<file path="src/common/mini_mcu_config.svh">
// memory map, bank size and bus data width of the mini mcu

`ifndef MINI_MCU_CONFIG_SVH
`define MINI_MCU_CONFIG_SVH

// bus
`define BUS_DATA_WIDTH 32

// one sram bank, in bytes
`define RAM_BANK_BYTES 32'd4096

// two sram banks, back to back
`define RAM0_START_ADDR 32'h0000_0000
`define RAM1_START_ADDR 32'h0000_1000

// soc control page
`define SOC_CTRL_START_ADDR 32'h2000_0000
`define SOC_CTRL_SIZE 32'h100

`endif

</file>
<file path="src/common/obi_pkg.sv">
// OBI request/response structs
// slave select and soc control register enums

`include "mini_mcu_config.svh"

package obi_pkg;

  // master to slave
  typedef struct packed {
    logic                         req;
    logic                         we;
    logic [`BUS_DATA_WIDTH/8-1:0] be;
    logic [31:0]                  addr;
    logic [`BUS_DATA_WIDTH-1:0]   wdata;
  } obi_req_t;

  // slave to master
  typedef struct packed {
    logic                       gnt;
    logic                       rvalid;
    logic                       err;
    logic [`BUS_DATA_WIDTH-1:0] rdata;
  } obi_resp_t;

  // address decode result
  typedef enum logic [1:0] {
    SLV_RAM0     = 2'd0,
    SLV_RAM1     = 2'd1,
    SLV_SOC_CTRL = 2'd2,
    SLV_NONE     = 2'd3
  } bus_slave_e;

  // word index inside the soc control page
  typedef enum logic [1:0] {
    REG_EXIT_VALID = 2'd0,
    REG_EXIT_VALUE = 2'd1,
    REG_BOOT_SEL   = 2'd2,
    REG_SCRATCH    = 2'd3
  } soc_ctrl_reg_e;

endpackage

</file>
<file path="src/system_bus/system_bus.sv">
// system bus: address decode, per-slave round-robin arbitration,
// response steering and error response for unmapped addresses

`timescale 1ns/1ps
`include "mini_mcu_config.svh"

module system_bus (
  input  logic               clk_i,
  input  logic               rst_n_i,
  input  obi_pkg::obi_req_t  core_instr_req_i,
  output obi_pkg::obi_resp_t core_instr_resp_o,
  input  obi_pkg::obi_req_t  core_data_req_i,
  output obi_pkg::obi_resp_t core_data_resp_o,
  output obi_pkg::obi_req_t  ram0_req_o,
  input  obi_pkg::obi_resp_t ram0_resp_i,
  output obi_pkg::obi_req_t  ram1_req_o,
  input  obi_pkg::obi_resp_t ram1_resp_i,
  output obi_pkg::obi_req_t  soc_ctrl_req_o,
  input  obi_pkg::obi_resp_t soc_ctrl_resp_i
);

  localparam int NUM_MST = 2;
  localparam int NUM_SLV = 3;
  localparam int M_INSTR = 0;
  localparam int M_DATA = 1;

  obi_pkg::obi_req_t               mst_req  [NUM_MST];
  obi_pkg::obi_resp_t              mst_resp [NUM_MST];
  obi_pkg::bus_slave_e             mst_dec  [NUM_MST];
  logic [NUM_MST-1:0]              mst_gnt;
  obi_pkg::obi_req_t               slv_req  [NUM_SLV];
  obi_pkg::obi_resp_t              slv_resp [NUM_SLV];
  logic [NUM_SLV-1:0][NUM_MST-1:0] slv_gnt;
  obi_pkg::bus_slave_e             owner_q  [NUM_MST];
  logic [NUM_MST-1:0]              pend_q;

  function automatic obi_pkg::bus_slave_e decode(input logic [31:0] addr);
    obi_pkg::bus_slave_e slv;
    slv = obi_pkg::SLV_NONE;
    if ((addr - `RAM0_START_ADDR) < `RAM_BANK_BYTES) begin
      slv = obi_pkg::SLV_RAM0;
    end else if ((addr - `RAM1_START_ADDR) < `RAM_BANK_BYTES) begin
      slv = obi_pkg::SLV_RAM1;
    end else if ((addr - `SOC_CTRL_START_ADDR) < `SOC_CTRL_SIZE) begin
      slv = obi_pkg::SLV_SOC_CTRL;
    end
    return slv;
  endfunction

  assign mst_req[M_INSTR]  = core_instr_req_i;
  assign mst_req[M_DATA]   = core_data_req_i;
  assign core_instr_resp_o = mst_resp[M_INSTR];
  assign core_data_resp_o  = mst_resp[M_DATA];

  assign ram0_req_o     = slv_req[obi_pkg::SLV_RAM0];
  assign ram1_req_o     = slv_req[obi_pkg::SLV_RAM1];
  assign soc_ctrl_req_o = slv_req[obi_pkg::SLV_SOC_CTRL];
  assign slv_resp[obi_pkg::SLV_RAM0]     = ram0_resp_i;
  assign slv_resp[obi_pkg::SLV_RAM1]     = ram1_resp_i;
  assign slv_resp[obi_pkg::SLV_SOC_CTRL] = soc_ctrl_resp_i;

  for (genvar m = 0; m < NUM_MST; m++) begin : g_dec
    assign mst_dec[m] = decode(mst_req[m].addr);
  end

  for (genvar s = 0; s < NUM_SLV; s++) begin : g_slv
    logic [NUM_MST-1:0] want;
    logic               win;
    logic               rr_q;

    for (genvar m = 0; m < NUM_MST; m++) begin : g_want
      assign want[m] = mst_req[m].req && (mst_dec[m] == obi_pkg::bus_slave_e'(s));
      assign slv_gnt[s][m] = want[m] && (win == 1'(m)) && slv_resp[s].gnt;
    end

    // rr_q holds the favored master when both ask
    assign win = (&want) ? rr_q : want[M_DATA];

    always_comb begin
      slv_req[s]     = mst_req[win];
      slv_req[s].req = |want;
    end

    always_ff @(posedge clk_i or negedge rst_n_i) begin
      if (!rst_n_i) begin
        rr_q <= 1'(M_DATA);
      end else if ((&want) && slv_resp[s].gnt) begin
        rr_q <= ~win;
      end
    end
  end

  // unmapped requests are granted at once
  always_comb begin
    for (int m = 0; m < NUM_MST; m++) begin
      mst_gnt[m] = 1'b0;
      for (int s = 0; s < NUM_SLV; s++) begin
        mst_gnt[m] = mst_gnt[m] | slv_gnt[s][m];
      end
      if (mst_dec[m] == obi_pkg::SLV_NONE) begin
        mst_gnt[m] = mst_req[m].req;
      end
    end
  end

  always_comb begin
    for (int m = 0; m < NUM_MST; m++) begin
      mst_resp[m]     = '0;
      mst_resp[m].gnt = mst_gnt[m];
      if (pend_q[m]) begin
        case (owner_q[m])
          obi_pkg::SLV_NONE: begin
            mst_resp[m].rvalid = 1'b1;
            mst_resp[m].err    = 1'b1;
          end
          default: begin
            mst_resp[m].rvalid = slv_resp[owner_q[m]].rvalid;
            mst_resp[m].err    = slv_resp[owner_q[m]].err;
            mst_resp[m].rdata  = slv_resp[owner_q[m]].rdata;
          end
        endcase
      end
    end
  end

  // which slave took each master's request last cycle
  always_ff @(posedge clk_i or negedge rst_n_i) begin
    if (!rst_n_i) begin
      for (int m = 0; m < NUM_MST; m++) begin
        pend_q[m]  <= 1'b0;
        owner_q[m] <= obi_pkg::SLV_NONE;
      end
    end else begin
      for (int m = 0; m < NUM_MST; m++) begin
        pend_q[m] <= mst_gnt[m];
        if (mst_gnt[m]) begin
          owner_q[m] <= mst_dec[m];
        end
      end
    end
  end

endmodule

</file>
<file path="config.mk">
export PLATFORM = sky130hd
export DESIGN_NAME = system_bus
export DESIGN_NICKNAME = d
export VERILOG_FILES = /design/src/common/obi_pkg.sv /design/src/system_bus/system_bus.sv
export VERILOG_INCLUDE_DIRS = /design/src /design/src/common
export SDC_FILE = /design/constraint.sdc
export NUM_CORES = 1
export LEC_CHECK = 0
export ABC_CLOCK_PERIOD_IN_PS = 2700
export BUFFER_PORTS_ARGS = -buffer_cell sky130_fd_sc_hd__buf_2
export CORE_AREA = 4 4 203 205
export CTS_BUF_LIST = sky130_fd_sc_hd__clkbuf_4
export CTS_CLUSTER_SIZE = 8
export DETAILED_ROUTE_END_ITERATION = 10
export DIE_AREA = 0 0 207 209
export GPL_ROUTABILITY_DRIVEN = 0
export PLACE_DENSITY = 0.44
export SLEW_MARGIN = 25
export SYNTH_ARGS = -nofsm -noshare
export SYNTH_HDL_FRONTEND = slang
export SYNTH_SLANG_ARGS = --single-unit
</file>
<file path="constraint.sdc">
create_clock -name clk_i -period 2.7 [get_ports clk_i]
set_clock_uncertainty 0.2 [all_clocks]
set_input_delay 0 -clock clk_i [delete_from_list [all_inputs] [get_ports clk_i]]
set_output_delay 0 -clock clk_i [all_outputs]
set_load 0.1 [all_outputs]
</file>
==> summary.txt <==
Yosys
  – Post-synthesis async set-or-reset flop share: 100.0%
  – Mux cell area share after synthesis: 46.33%
  – Post-synth cell types: 54
  – Synth Area in Simple Gates: 29.97%
  – Largest family of logic cells by synthesized area: multiplexers
  – Synth Register Bits: 9
  – Syn Nets: 908
  – Compound-Gate Fraction of Synth Area: 11.68%
  – Synth Area in XOR/XNOR: 1.055%
  – Avg Cell Area, Syn: 7.557 µm²
  – Post-Syn Instances: 659
  – Seq/Total Area, Yosys: 4.698%
  – Post-synth top flop: dfstp_2
  – Warnings, synthesis: 0
  – Adder-cell share of the synthesized area: 0.5025%
  – Synthesized cell area: 4980 µm²
  – Post-synth EDFFs: 0

STA
  – Final setup viols: 142
  – Minimum clock period: 2932 ps
  – Setup TNS: -15440 ps
  – Max-Slew Margin vs Limit: 61.71%
  – Slew Viols, Final: 0
  – Post-route clock period utilization: 108.6%
  – Unrepaired setup endpoints after global routing: true
  – Hold Vio Cnt, Final: 0
  – Worst Tran Pin Value: 578.3 ps
  – Final WS setup: -232.2 ps
  – F_max: 341.0 MHz
  – Final hold slack: 73.73 ps

Worst setup path
  – Startpoint class of the critical path: primary input
  – Crit path max fanout: 11
  – Worst EP required: 2500 ps
  – Reg2reg start: g_slv[2].rr_q
  – Crit path DAT: 2730 ps
  – Worst reg2reg path depth: 6
  – Reg2reg setup slack: 710 ps
  – Worst Setup Path Type: in -> out
  – Endpoint type of the worst setup path: output pin
  – Reg2reg end: pend_q[0]

Placed design
  – Cells after DPL: 1754
  – Post-place setup slack: -587.9 ps
  – Port bufs: 526
  – Hpwl dp: 31.89 mm

Die
  – Row Count: 73
  – # IOs: 527
  – Die height: 209 µm
  – Starting Density: 12.62%
  – Die Wd: 207 µm
  – Die area: 43260 µm²
  – Core Box Area: 39460 µm²

Power and ir drop
  – Clock share of power: 4.4%
  – VDD IR max: 0.1738 mV
  – Power, Total: 0.002682 W
  – Leak: 5.901 nW
  – Sequential Power Share: 5.2%
  – Pwr/cell area: 218.8 nW/µm²
  – NetSw: 0.001737 W
  – Gate power share: 90.4%
  – Internal Power: 0.0009447 W
  – Net Sw Frac: 64.77%

Hold path
  – Hold crit path type: in -> reg
  – Hold_sp: core_data_req_i[60]
  – Worst hold path endpoint: owner_q[1]
  – Hold depth: 4

GRT
  – Largest net degree at the start of global routing: 57
  – Grt ovf: 0
  – Initial antenna violation count: 7
  – GRT Total Usage: 15.62%
  – First-pass GRT wire length: 52.38 mm
  – Vias in the first global route: 8088

Routing
  – Vias per inst: 4.334
  – DR DRC count: 0
  – Drt total wl: 37.25 mm
  – TritonRoute pass-1 iters: 4
  – Remaining antenna violation count: 0
  – WL/cell: 21.07 µm
  – Vias: 7662
  – Initial DRC Count: 336

Clocking
  – Clock Tree Buf Depth: 2
  – Clock sink count: 9
  – Clk_lat worst skew: 250 ps
  – Clock H-tree levels: 1
  – Clock-pin slew on the worst setup and hold paths: 70 ps
  – CTS tree: done
  – Clk Tree Root Cell: clkbuf_4
  – CTS buffer count: 3

Final layout
  – Layout area overhead: 146.1%
  – Layout cell share with drive strength beyond 1: 70.05%
  – Final #Nets: 1492
  – Non-filler cells, final: 1768

Outcome
  – Status: finished with violations
  – Violated checks: setup timing

Run
  – Max Cap Violations: 0
-- logic make-up (layout without fill, tap and decap cells) --
| logic type | Yosys count | after routing |
|---|---|---|
| other cells | 0 | 1 |
| flops | 9 | 9 |
| mux | 212 | 212 |
| xor+xnor | 6 | 6 |
| simple gates | 270 | 270 |
| buf+inv | 62 | 645 |
| compound gates | 98 | 98 |
| fa+ha+maj | 2 | 2 |
-- state kept, by name (all words and copies together), names as in the netlist --
signal / count
g_slv.rr_q: 3
owner_q: 4
pend_q: 2
-- synthesized netlist by cell type, types with 3 or more instances --
cell type	n	share of area [%]
mux2_2	99	22
nand2_1	75	5.7
o21ai_0	70	7.0
and2_1	66	8.3
mux2i_1	64	13
nor2b_1	55	6.9
mux2_1	49	11
clkbuf_1	28	2.1
nor2_1	17	1.3
inv_1	11	0.83
buf_2	10	1.0
nor4_1	10	1.3
nor3_1	8	0.80
buf_1	7	0.53
dfstp_2	7	3.7
or3_1	6	0.75
buf_6	5	1.1
a21oi_1	4	0.40
and3_1	4	0.50
nand4_1	4	0.50
o221a_2	4	0.90
or2_2	4	0.50
xor2_1	4	0.70
a31oi_1	3	0.38
nand2b_1	3	0.38
nand3_1	3	0.30
nand4b_1	3	0.53
-- stage by stage --
stage / instance area, µm² / util, %
2_1_floorplan: 5433 / -
3_3_place_gp: 11000 / 27.87
3_5_place_dp: 11000 / 27.87
4_1_cts: 11660 / 29.56
5_1_grt: 12260 / 31.06
6_report: 12260 / 31.06
-- routing by layer --
layer	GRT usage [%]	part of all wire, %	vias to the layer above
met5	0	0.15	-
met1	15.98	36	3612
met3	4.113	7.2	86
met2	29.75	51	418
li1	-	-	3536
met4	6.886	5.7	10
-- placed cells by master (no fill, tap or decap), types with 3 or more instances in the layout --
master           n
clkbuf_4         4
a31oi_1          3
nand2_1         75
nor2_2           4
nor2b_2         37
buf_12         179
buf_4           85
nor2b_4         16
nor2_1           9
and3_1           4
nand3_1          3
or3_1            4
nand4b_1         3
buf_2          329
xor2_1           4
inv_1           11
dlygate4sd3_1    6
mux2_4          49
nor3_1           6
mux2i_1         64
nor4_1           7
buf_6           29
or2_2            3
o21ai_0         68
nor2_4           4
nand2b_1         3
dfstp_2          7
mux2_2          99
a21oi_1          3
nand4_1          4
o221a_2          4
and2_1          66
-- worst max path at each step --
stage	startpoint	end	slack, ps	depth (start not counted)
CTS	core_data_req_i[58]	ram1_req_o[19]	-260	11
detailed placement	core_data_req_i[48]	ram1_req_o[6]	-590	13
floorplan	core_data_req_i[58]	pend_q[1]	-470	6
global route	core_data_req_i[58]	ram1_req_o[54]	-300	13
finish	core_data_req_i[58]	ram1_req_o[54]	-230	13
global placement	core_data_req_i[48]	ram1_req_o[15]	-630	13
-- cell type report --
type	instances	area (µm²)
Antenna cell	1	2.502
Clock buffer	4	30.03
Fill cell	4166	27200
Inverter	11	41.29
Multi-Input combinational cell	588	4996
Sequential cell	9	234.0
Tap cell	525	656.9
Timing Repair Buffer	630	6295
-- critical path, stage by stage --
cell and delay, ps:
buf_6 90, or4_4 530, or4b_4 500, or3_4 340, nand4b_1 110, buf_4 130, nor4_4 30, buf_4 180
buf_12 150, buf_12 150, buf_12 160, nor2b_4 150, buf_12 180
-- power by group through the flow --
stage,logic [W],registers [W],clock network (W)
floorplan,0.00151,0.000141,0
global placement,0.00220,0.000142,0
detailed placement,0.00221,0.000142,0
CTS,0.00233,0.000140,0.000129
global route,0.00249,0.000140,0.000142
finish,0.00242,0.000140,0.000118
-- repair_timing --
| action | CTS | global route |
|---|---|---|
| endpoints found under the hold margin | 15 | 0 |
| gates cloned | 0 | 1 |
| endpoints found under the setup margin | 201 | 176 |
| gates resized for setup | 167 | 154 |
| pin swaps | 2 | 3 |
| hold buffers | 6 | 0 |
| setup buffers | 0 | 3 |
No activity file was read; power rests on OpenSTA's default activity.
