$ cat src/common/mini_mcu_config.svh
// memory map, bank size and bus data width of the mini mcu

`ifndef MINI_MCU_CONFIG_SVH
`define MINI_MCU_CONFIG_SVH

// bus
`define BUS_DATA_WIDTH 32

// one sram bank, in bytes
`define RAM_BANK_BYTES 32'd4096

// two sram banks, back to back
`define RAM0_START_ADDR 32'h0000_0000
`define RAM1_START_ADDR 32'h0000_1000

// soc control page
`define SOC_CTRL_START_ADDR 32'h2000_0000
`define SOC_CTRL_SIZE 32'h100

`endif

$ cat src/common/obi_pkg.sv
// OBI request/response structs
// slave select and soc control register enums

`include "mini_mcu_config.svh"

package obi_pkg;

  // master to slave
  typedef struct packed {
    logic                         req;
    logic                         we;
    logic [`BUS_DATA_WIDTH/8-1:0] be;
    logic [31:0]                  addr;
    logic [`BUS_DATA_WIDTH-1:0]   wdata;
  } obi_req_t;

  // slave to master
  typedef struct packed {
    logic                       gnt;
    logic                       rvalid;
    logic                       err;
    logic [`BUS_DATA_WIDTH-1:0] rdata;
  } obi_resp_t;

  // address decode result
  typedef enum logic [1:0] {
    SLV_RAM0     = 2'd0,
    SLV_RAM1     = 2'd1,
    SLV_SOC_CTRL = 2'd2,
    SLV_NONE     = 2'd3
  } bus_slave_e;

  // word index inside the soc control page
  typedef enum logic [1:0] {
    REG_EXIT_VALID = 2'd0,
    REG_EXIT_VALUE = 2'd1,
    REG_BOOT_SEL   = 2'd2,
    REG_SCRATCH    = 2'd3
  } soc_ctrl_reg_e;

endpackage

$ cat src/hdl/soc_ctrl.sv
// soc control registers: exit value/valid, boot select, scratch

`timescale 1ns/1ps
`include "mini_mcu_config.svh"

module soc_ctrl (
  input  logic               clk_i,
  input  logic               rst_n_i,
  input  logic               boot_select_i,
  input  obi_pkg::obi_req_t  req_i,
  output obi_pkg::obi_resp_t resp_o,
  output logic [31:0]        exit_value_o,
  output logic               exit_valid_o
);

  localparam int OFS_W = $clog2(`SOC_CTRL_SIZE);
  localparam int NUM_LANES = `BUS_DATA_WIDTH / 8;

  logic [OFS_W-1:0]           ofs;
  logic                       reg_hit;
  obi_pkg::soc_ctrl_reg_e     reg_sel;
  logic [`BUS_DATA_WIDTH-1:0] rdata_d;
  logic [`BUS_DATA_WIDTH-1:0] rdata_q;
  logic                       rvalid_q;
  logic [`BUS_DATA_WIDTH-1:0] scratch_q;

  assign ofs     = req_i.addr[OFS_W-1:0];
  // only the first four words hold registers
  assign reg_hit = (ofs[OFS_W-1:4] == '0);
  assign reg_sel = obi_pkg::soc_ctrl_reg_e'(ofs[3:2]);

  always_comb begin
    rdata_d = '0;
    if (reg_hit) begin
      case (reg_sel)
        obi_pkg::REG_EXIT_VALID: rdata_d[0] = exit_valid_o;
        obi_pkg::REG_EXIT_VALUE: rdata_d = exit_value_o;
        obi_pkg::REG_BOOT_SEL:   rdata_d[0] = boot_select_i;
        default:                 rdata_d = scratch_q;
      endcase
    end
  end

  always_ff @(posedge clk_i or negedge rst_n_i) begin
    if (!rst_n_i) begin
      exit_valid_o <= 1'b0;
      exit_value_o <= '0;
      scratch_q    <= '0;
      rvalid_q     <= 1'b0;
    end else begin
      rvalid_q <= req_i.req;
      if (req_i.req && req_i.we && reg_hit) begin
        case (reg_sel)
          obi_pkg::REG_EXIT_VALID: exit_valid_o <= req_i.wdata[0];
          obi_pkg::REG_EXIT_VALUE: exit_value_o <= req_i.wdata;
          obi_pkg::REG_SCRATCH: begin
            for (int b = 0; b < NUM_LANES; b++) begin
              if (req_i.be[b]) begin
                scratch_q[8*b +: 8] <= req_i.wdata[8*b +: 8];
              end
            end
          end
          // boot select is read only
          default: ;
        endcase
      end
    end
  end

  always_ff @(posedge clk_i) begin
    if (req_i.req && !req_i.we) begin
      rdata_q <= rdata_d;
    end
  end

  assign resp_o.gnt    = req_i.req;
  assign resp_o.rvalid = rvalid_q;
  assign resp_o.err    = 1'b0;
  assign resp_o.rdata  = rdata_q;

endmodule

$ cat config.mk
export PLATFORM = sky130hd
export DESIGN_NAME = soc_ctrl
export DESIGN_NICKNAME = d
export VERILOG_FILES = /design/src/common/obi_pkg.sv /design/src/hdl/soc_ctrl.sv
export VERILOG_INCLUDE_DIRS = /design/src /design/src/common
export SDC_FILE = /design/constraint.sdc
export NUM_CORES = 1
export LEC_CHECK = 0
export ABC_AREA = 1
export BUFFER_PORTS_ARGS = -buffer_cell sky130_fd_sc_hd__clkbuf_2
export CAP_MARGIN = 10
export CORE_AREA = 2 2 107 109
export DETAILED_ROUTE_END_ITERATION = 10
export DIE_AREA = 0 0 109 111
export GPL_ROUTABILITY_DRIVEN = 0
export GPL_TIMING_DRIVEN = 0
export PLACE_DENSITY = 0.68
export SLEW_MARGIN = 20
export SYNTH_ARGS = -nofsm -noshare
export SYNTH_HDL_FRONTEND = slang
export SYNTH_SLANG_ARGS = --single-unit
$ cat constraint.sdc
create_clock -name clk_i -period 0.8 [get_ports clk_i]
set_input_delay 0.04 -clock clk_i [delete_from_list [all_inputs] [get_ports clk_i]]
set_output_delay 0.04 -clock clk_i [all_outputs]
set_load 0.01 [all_outputs]
==> results.toml, run 1 <==
[min_path]
worstHoldPathType = "primary input to register"
whs_endpoint = "exit_valid_o"
worstHoldStart = "req_i[39]"
hold_depth = 5

[run]
max-cap-violations = 0

[global_routing]
grtUsageTotal = 0.2228
grt_max_degree = 42
grt_overflow = 0
antenna_found_initial = 0
grt_pass1_vias = 4016
grt_pass1_wl_um = 20380

[timing]
setup_violations = 81
worst_pin_slew_ps = 556.8
fmax_ghz = 1.032
fin_ws_ps = -169.3
slew_headroom = 0.6279
fin_tns_setup_ps = -7870
grt_setup_unrepaired = "true"
drv_slew = 0
period_needed_ps = 969.3
finalHoldViolations = 0
clock_skew_ps = 6.613
timing.final.crit_share = 1.212

[cts]
cts_htree_levels = 3
cts.sinks = 98
cts_tree = "done"
worstSkewPairLatency_ps = 350
cts_buffers = 9
clk_pin_slew_ps = 70
cts_root_buffer = "clkbuf_16"
clockBufferDepth = 2

[routing]
route.detailed.drc = 0
postRouteAntennaNets = 0
num_vias = 4093
vias_per_cell = 5.022
drtIter0Drc = 185
firstDrtPassIters = 5
wirelength_um = 13210
wl_per_cell_um = 16.21

[critical_path]
critPathSlowestCell = "dfrtp_1"
crit_path_end_kind = "primary output"
start_kind = "register"
slowest_delay_ps = 420
cp_max_fo = 3
cp.required_ps = 760
crit_type = "register to primary output"
path_buf_inv = 1
critical_path.cell_chain = "buf_2"
rr_worst_depth = 3
r2r-start = "exit_value_o[10]"
cp.arrival_ps = 930
r2r-end = "rdata_q[10]"
critPathTopFamily = "flip-flops"
rrSetupSlack_ps = -110

[floorplanning]
rows = 39
io_pins = 141
die_width_um = 109
die_h_um = 111
core_sq_mm = 0.01108
start_util = 0.3942
die-area_sq_mm = 0.01210

[finish]
diodes = 0
drive_above_1_share = 0.4375
final_core_util = 0.6036
final_net_count = 740
area_delta_synth_final_pct = 53.12
fin_cells = 815

[logic_synthesis]
synth_area_leaders = "dfrtp_1 38%, edfxtp_1 22%, nand2_1 15%, nand3_1 7.7%, o21bai_1 5.5%"
ys_seq_area_frac = 0.5983
syn_nets = 552
yosysTopAreaCell = "dfrtp_1"
syn-cell-area_sq_mm = 0.004367
synth_cell_type_count = 19
synth-seq-cells = 98
synth.avg_cell_area_sq_um = 9.116
yosys_warnings = 0
yosys.area.top_type_share = 0.3782
synthesis.instances = 479

[placed_design]
dpl.cell_count = 736
portBuffers = 113
post-dp-hpwl_um = 8300

[power_and_ir_drop]
power.density_mw_per_mm2 = 1815
irDropWorstVdd_uv = 1055
leakagePower_uw = 0.003150
total_power_uw = 12140

[outcome]
violations = "setup timing"
status = "complete, but fails checks"
==> kinds of logic after synthesis <==
logic type | count (synthesis) | share of synthesized area
other cells | 1 | 0.0008588
buf+inv | 70 | 0.07478
compound gates | 65 | 0.09283
flops | 98 | 0.5983
simple gates | 245 | 0.2332
==> power breakdown <==
| part | internal [uW] | switching [uW] |
|---|---|---|
| clock network | 2830 | 1910 |
| logic | 787 | 934 |
| registers | 5480 | 201 |
| total | 9090 | 3040 |
==> stage by stage <==
stage / setup slack (ps) / area (sq um) / hold WS (ps)
CTS: -155.2 / 6309 / 29.71
global placement: -816.2 / 5418 / 282.9
global route: -191.4 / 6686 / 74.88
finish: -169.3 / 6686 / 30.30
floorplan: -145.6 / 4673 / -255.6
detailed placement: -700.2 / 5440 / 20.41
==> cell type report <==
cell class,count,area [sq um]
Fill cell,949,4390
Sequential cell,98,2613
Multi-Input combinational cell,312,1862
Timing Repair Buffer,177,1265
Buffer,28,260.3
Clock buffer,10,239.0
Inverter,41,178.9
Tap cell,143,178.9
Clock inverter,6,90.09
==> timing repair <==
action                     in CTS  in global routing
hold buffers                   34                  0
hold endpoints to repair       91                  0
pin swaps                       7                 28
setup endpoints to repair     186                204
buffers inserted               13                 13
cloned                          2                  2
resized for setup              30                 85
==> routing by layer <==
metal,vias to the layer above,share of wire,track usage
li1,1928,-,-
met1,1969,0.40,0.2932
met2,168,0.51,0.3656
met3,28,0.070,0.04938
met4,0,0.021,0.06667
met5,-,0,0
==> worst max path at each step <==
stage / startpoint / endpoint / slack, ps / cells after the start
final: exit_value_o[10] / exit_value_o[10] / -170 / 1
after global routing: exit_value_o[15] / exit_value_o[15] / -190 / 1
after CTS: exit_value_o[15] / exit_value_o[15] / -160 / 1
after detailed placement: req_i[69] / rdata_q[11] / -700 / 3
after global placement: rst_n_i / exit_value_o[20] / -820 / 1
after floorplan: req_i[69] / rdata_q[0] / -150 / 2
==> cells in the mapped netlist <==
cell type  number
buf_2           9
a21oi_1        32
nand4_1         2
buf_1           1
inv_1          40
conb_1          1
edfxtp_1       32
nand3_1        67
buf_4           4
nor2_1          3
nand2_1       169
o21bai_1       32
inv_2           1
nor2_2          3
buf_6           5
clkbuf_1       10
o21ai_0         1
dfrtp_1        66
nand2_2         1
==> state kept, by name, indices dropped and copies added, names as in the netlist <==
| name | count |
|---|---|
| exit_value_o | 32 |
| scratch_q | 32 |
| rdata_q | 32 |
| exit_valid_o | 1 |
| rvalid_q | 1 |
==> layout by cell type (no fill, tap or decap), types with 3 or more instances in the layout <==
cell,Yosys,layout
nand2_1,169,145
clkbuf_2,0,107
dfrtp_1,66,66
nand3_2,0,49
inv_1,40,34
dlygate4sd3_1,0,34
edfxtp_1,32,32
o21bai_1,32,31
nand2_2,1,23
buf_6,5,21
buf_4,4,20
a21oi_2,0,19
nand3_1,67,18
a21oi_1,32,13
buf_2,9,10
clkbuf_16,0,10
nor2_4,0,5
buf_12,0,5
inv_4,0,5
buf_8,0,3
clkbuf_8,0,3
Power figures use the tool's default switching activity.
==> run 2, diff against run 1 <==
--- a/config.mk
+++ b/config.mk
@@ -14,7 +14,9 @@
 export DIE_AREA = 0 0 109 111
 export GPL_ROUTABILITY_DRIVEN = 0
 export GPL_TIMING_DRIVEN = 0
+export HOLD_SLACK_MARGIN = 0.02
 export PLACE_DENSITY = 0.68
+export SETUP_SLACK_MARGIN = 0.15
 export SLEW_MARGIN = 20
 export SYNTH_ARGS = -nofsm -noshare
 export SYNTH_HDL_FRONTEND = slang
==> run 2 against run 1 <==
The run ends with hold timing, setup timing left; critical endpoint is now resp_o[33]; register-to-register slack worse by 50 ps; cell count increased by 6.7%; worst hold slack got worse by 420 ps; highest routed layer unchanged.
==> results.toml, run 2 (synthesized netlist as in run 1, its figures left out) <==
[global_routing]
grt_pass1_wl_um = 22980
grt_pass1_vias = 4563
grtUsageTotal = 0.2527
grt_overflow = 0
grt_max_degree = 47
antenna_found_initial = 0

[routing]
route.detailed.drc = 0
wl_met3_um = 838
firstDrtPassIters = 5
wirelength_um = 16160
vias_per_cell = 5.118
num_vias = 4453
topRoutingLayerUsed = "met4"
drtIter0Drc = 274
wl_per_cell_um = 18.57
postRouteAntennaNets = 0
met1_length_um = 6384
dr_wl_met2_um = 8455

[power_and_ir_drop]
leakagePower_uw = 0.003841
irDropWorstVdd_uv = 905.6
power.density_mw_per_mm2 = 1591

[timing]
grt_setup_unrepaired = "true"
drv_slew = 0
clock_skew_ps = 8.209
fin_hold_ws_ps = -391.2
finalHoldViolations = 66
fin_ws_ps = -185.0
setup_violations = 139
fmax_ghz = 1.015
period_needed_ps = 985.0
timing.final.crit_share = 1.231

[cts]
worstSkewPairLatency_ps = 350
cts_tree = "done"
clockBufferDepth = 2
hold_buffers = 33
cts_htree_levels = 3
clk_pin_slew_ps = 70
cts.sinks = 98
cts_root_buffer = "clkbuf_16"
cts_buffers = 9

[min_path]
worstHoldPathType = "primary input to async pin"

[floorplanning]
die-area_sq_mm = 0.01210
core_sq_mm = 0.01108
rows = 39
die_width_um = 109
start_util = 0.3942
io_pins = 141
die_h_um = 111

[outcome]
violations = "hold timing, setup timing"
status = "complete, but fails checks"

[finish]
top_regs = "exit_value_o (32), rdata_q (32), scratch_q (32)"
drive_above_1_share = 0.5901
area_delta_synth_final_pct = 84.33
final_net_count = 795
final_cell_mix = "103 x clkbuf_2, 87 x nand2_1, 66 x dfrtp_1"
layout_commonest_cell = "clkbuf_2"
diodes = 0
fillers = 727
fin_cells = 870

[critical_path]
cp.arrival_ps = 940
cp.required_ps = 760
crit_type = "register to primary output"
crit_path_end_kind = "primary output"
start_kind = "register"
cp_max_fo = 1

[placed_design]
dpl.cell_count = 736
portBuffers = 113
post-dp-hpwl_um = 8289

[run]
max-cap-violations = 0
run 2: final timing paths:
check,slack [ps],from,cells after the start,to
min in group clk_i,70,req_i[34],4,exit_valid_o
min,-390,rst_n_i,1,scratch_q[30]
min reg2reg,560,exit_valid_o,2,exit_valid_o
max,-180,rvalid_q,2,resp_o[33]
max reg2reg,-160,exit_value_o[0],4,rdata_q[0]
max in group asynchronous,650,rst_n_i,2,exit_value_o[17]
run 2: cell type report:
| cell class | instances | area [sq um] | share of cell area |
|---|---|---|---|
| tap | 143 | 178.9 | 0.02223 |
| clock inverter | 6 | 90.09 | 0.01119 |
| buffer | 28 | 406.6 | 0.05052 |
| multi-input combinational | 312 | 2295 | 0.2851 |
| timing repair buffer | 232 | 2058 | 0.2557 |
| clock buffer | 10 | 229.0 | 0.02845 |
| inverter | 41 | 178.9 | 0.02223 |
| sequential | 98 | 2613 | 0.3246 |
run 2: power breakdown:
| group | internal (uW) | leakage, uW | total (uW) | switching (uW) |
|---|---|---|---|---|
| sequential | 5470 | 0.00110 | 5670 | 199 |
| combinational | 1170 | 0.00258 | 2400 | 1230 |
| clock | 2750 | 0.000153 | 4730 | 1980 |
run 2: timing repair:
action	in CTS	in global routing
cloned	9	4
buffers inserted	59	14
pin swaps	54	49
endpoints found under the setup margin	195	163
endpoints found under the hold margin	132	50
gates resized for setup	156	123
run 2: metrics by stage:
step                TNS (ps)  setup WS [ps]    util  power (uW)  cell area [sq um]
CTS                    -8865         -189.9  0.6721       12400               7445
detailed placement    -66480         -676.1  0.4995        7065               5533
finish                -11270         -185.0  0.7266       12800               8049
floorplan              -6357         -145.6       -        6416               4758
global placement     -116640         -814.9  0.4968        7007               5503
global route          -15740         -202.7  0.7266       13250               8049
run 2: routing by layer:
metal,vias to the layer above,track usage
met3,37,0.04938
met5,-,0
met1,2199,0.3132
met4,0,0.09316
li1,2050,-
met2,167,0.4319
run 2: critical path: stages, from the launching register on:
cell	delay, ps
dfrtp_1	380
buf_6	110
buf_6	110
==> run 3, diff against run 2 <==
--- a/config.mk
+++ b/config.mk
@@ -6,12 +6,11 @@
 export SDC_FILE = /design/constraint.sdc
 export NUM_CORES = 1
 export LEC_CHECK = 0
-export ABC_AREA = 1
 export BUFFER_PORTS_ARGS = -buffer_cell sky130_fd_sc_hd__clkbuf_2
 export CAP_MARGIN = 10
-export CORE_AREA = 2 2 107 109
+export CORE_AREA = 2 2 104 106
 export DETAILED_ROUTE_END_ITERATION = 10
-export DIE_AREA = 0 0 109 111
+export DIE_AREA = 0 0 106 108
 export GPL_ROUTABILITY_DRIVEN = 0
 export GPL_TIMING_DRIVEN = 0
 export HOLD_SLACK_MARGIN = 0.02
==> run 3 against run 2 <==
The flow still finishes with violations (hold timing, setup timing); cell count down 35%; die area is 5.4% lower; flip-flop and latch count unchanged; area after synthesis fell by 5.8%; global-route usage fell by 7.9 points; critical path depth unchanged; clock-buffer cell count did not move; core utilization shrank 13 points; critical path type is now register to register.
==> results.toml, run 3 <==
[timing]
drv_slew = 0
timing.final.crit_share = 1.522
clock_skew_ps = 12.29
fin_hold_ws_ps = -355.7
period_needed_ps = 1218
finalHoldViolations = 98
fmax_ghz = 0.8213
setup_violations = 163
grt_setup_unrepaired = "true"
fin_ws_ps = -417.5

[logic_synthesis]
synth_cell_type_count = 22
yosys.area.top_type_share = 0.4015
yosys_warnings = 0
synth_area_leaders = "dfrtp_1 40%, edfxtp_1 23%, mux2_4 11%, mux2_2 9.6%, a22oi_1 5.7%"
syn-cell-area_sq_mm = 0.004114
syn_nets = 333
synthTopCellsByCount = "66 x dfrtp_1, 35 x mux2_2, 32 x edfxtp_1, 32 x nor2_1, 31 x a22oi_1"
synthesis.instances = 260
yosysMostFrequentCell = "dfrtp_1"
synthArstFlopShare = 0.6735
synth-seq-cells = 98
yosysTopAreaCell = "dfrtp_1"
synth-main-ff-cell = "dfrtp_1"
ys_seq_area_frac = 0.6350
synth.avg_cell_area_sq_um = 15.82
synth_edf_count = 32

[cts]
cts_root_buffer = "clkbuf_8"
clockBufferDepth = 2
cts_htree_levels = 3
cts_buffers = 9
clk_pin_slew_ps = 110
hold_buffers = 1
cts.sinks = 98
worstSkewPairLatency_ps = 360
cts_tree = "done"

[finish]
diodes = 0
final_net_count = 501
finish.instance_area_sq_mm = 0.006138
final_cell_mix = "102 x clkbuf_2, 66 x dfrtp_1, 33 x mux2_4"
fin_cells = 569
area_delta_synth_final_pct = 49.21
fillers = 816
layout_commonest_cell = "clkbuf_2"
top_regs = "exit_value_o (32), rdata_q (32), scratch_q (32)"
drive_above_1_share = 0.7344

[critical_path]
cp_max_fo = 2
cp.arrival_ps = 1340
critPathSlowestCell = "mux4_2"
critical_path.cell_chain = "mux4_2 > and2_4"
path_buf_inv = 0
slowest_delay_ps = 440
crit_path_end_kind = "register"
cp.required_ps = 930
critPathTopFamily = "multiplexers"
start_kind = "register"
crit_type = "register to register"

[global_routing]
grtUsageTotal = 0.1741
grt_overflow = 0
grt_pass1_wl_um = 15080
antenna_found_initial = 0
grt_max_degree = 36
grt_pass1_vias = 2808

[run]
max-cap-violations = 0

[floorplanning]
start_util = 0.4021
die-area_sq_mm = 0.01145
die_h_um = 108
rows = 37
core_sq_mm = 0.01023
io_pins = 141
die_width_um = 106

[routing]
num_vias = 2793
wirelength_um = 10000
wl_per_cell_um = 17.58
drtIter0Drc = 84
firstDrtPassIters = 4
vias_per_cell = 4.909
postRouteAntennaNets = 0
route.detailed.drc = 0

[outcome]
status = "complete, but fails checks"
violations = "hold timing, setup timing"

[placed_design]
post-dp-hpwl_um = 6044
postPlaceCellArea_sq_mm = 0.004915
portBuffers = 113
dpl.cell_count = 510

[power_and_ir_drop]
power.density_mw_per_mm2 = 1662
leakagePower_uw = 0.002780
irDropWorstVdd_uv = 831.0

[min_path]
worstHoldPathType = "primary input to async pin"
[run 3: changes by cell type in the layout (fill, tap and decap cells not counted), moves of 15 or more]
cell | before | now
a21oi_2 | 31 | 0
a22oi_2 | 0 | 29
buf_6 | 55 | 18
clkbuf_16 | 16 | 1
dlygate4sd3_1 | 33 | 1
inv_1 | 32 | 0
mux2_2 | 0 | 32
mux2_4 | 0 | 33
nand2_1 | 87 | 0
nand2_2 | 46 | 0
nand2_4 | 37 | 0
nand3_2 | 52 | 0
o21bai_1 | 29 | 0
[run 3: through the flow]
step | total power (uW) | worst slack [ps] | util | TNS (ps)
final | 10200 | -417.5 | 0.6000 | -31310
after global routing | 10670 | -434.6 | 0.6000 | -37120
after CTS | 10120 | -418.5 | 0.5694 | -33730
after detailed placement | 6775 | -886.5 | 0.4804 | -95010
after global placement | 6728 | -857.6 | 0.4782 | -145070
after floorplan | 6221 | -576.3 | - | -44210
[run 3: logic make-up after synthesis]
group                  count (synthesis)  share of synthesized area
DFF                                   98                     0.6350
muxes                                 66                     0.2108
and+or+nand+nor                       45                    0.05961
AOI/OAI and AO/OA                     31                    0.05657
buffers and inverters                 19                    0.03710
other                                  1                  0.0009115
[run 3: what timing repair did]
action                                 in CTS  in global routing
gates cloned                                7                  0
pin swaps                                  11                  5
endpoints found under the hold margin      97                 96
setup buffers                              23                 12
setup endpoints to repair                 195                163
resized for setup                          65                 66
[run 3: final cells by class]
class	instances	area, sq um	share of cell area
Clock buffer	10	137.6	0.02242
Timing Repair Buffer	156	1241	0.2022
Clock inverter	6	57.56	0.009376
Multi-Input combinational cell	144	1675	0.2729
Sequential cell	98	2613	0.4256
Buffer	19	244.0	0.03975
Tap cell	136	170.2	0.02772
[run 3: worst paths after layout]
check,from,to,slack [ps],depth (start not counted)
worst max-delay path,exit_value_o[0],rdata_q[0],-420,2
worst min-delay path,rst_n_i,exit_value_o[24],-360,1
max in group asynchronous,rst_n_i,exit_value_o[12],610,2
worst max register to register,exit_value_o[0],rdata_q[0],-420,2
min in group clk_i,req_i[6],exit_value_o[6],-80,2
worst min register to register,scratch_q[0],scratch_q[0],520,1
[run 3: layer usage]
| layer | GRT usage | share of wire |
|---|---|---|
| met1 | 0.2262 | 0.43 |
| met2 | 0.2876 | 0.50 |
| met3 | 0.04822 | 0.052 |
| met4 | 0.05169 | 0.017 |
| met5 | 0 | 0 |
[run 3: where the power goes]
| group | internal [uW] | switching, uW |
|---|---|---|
| sequential | 5440 | 206 |
| clock | 1290 | 1830 |
| combinational | 793 | 645 |
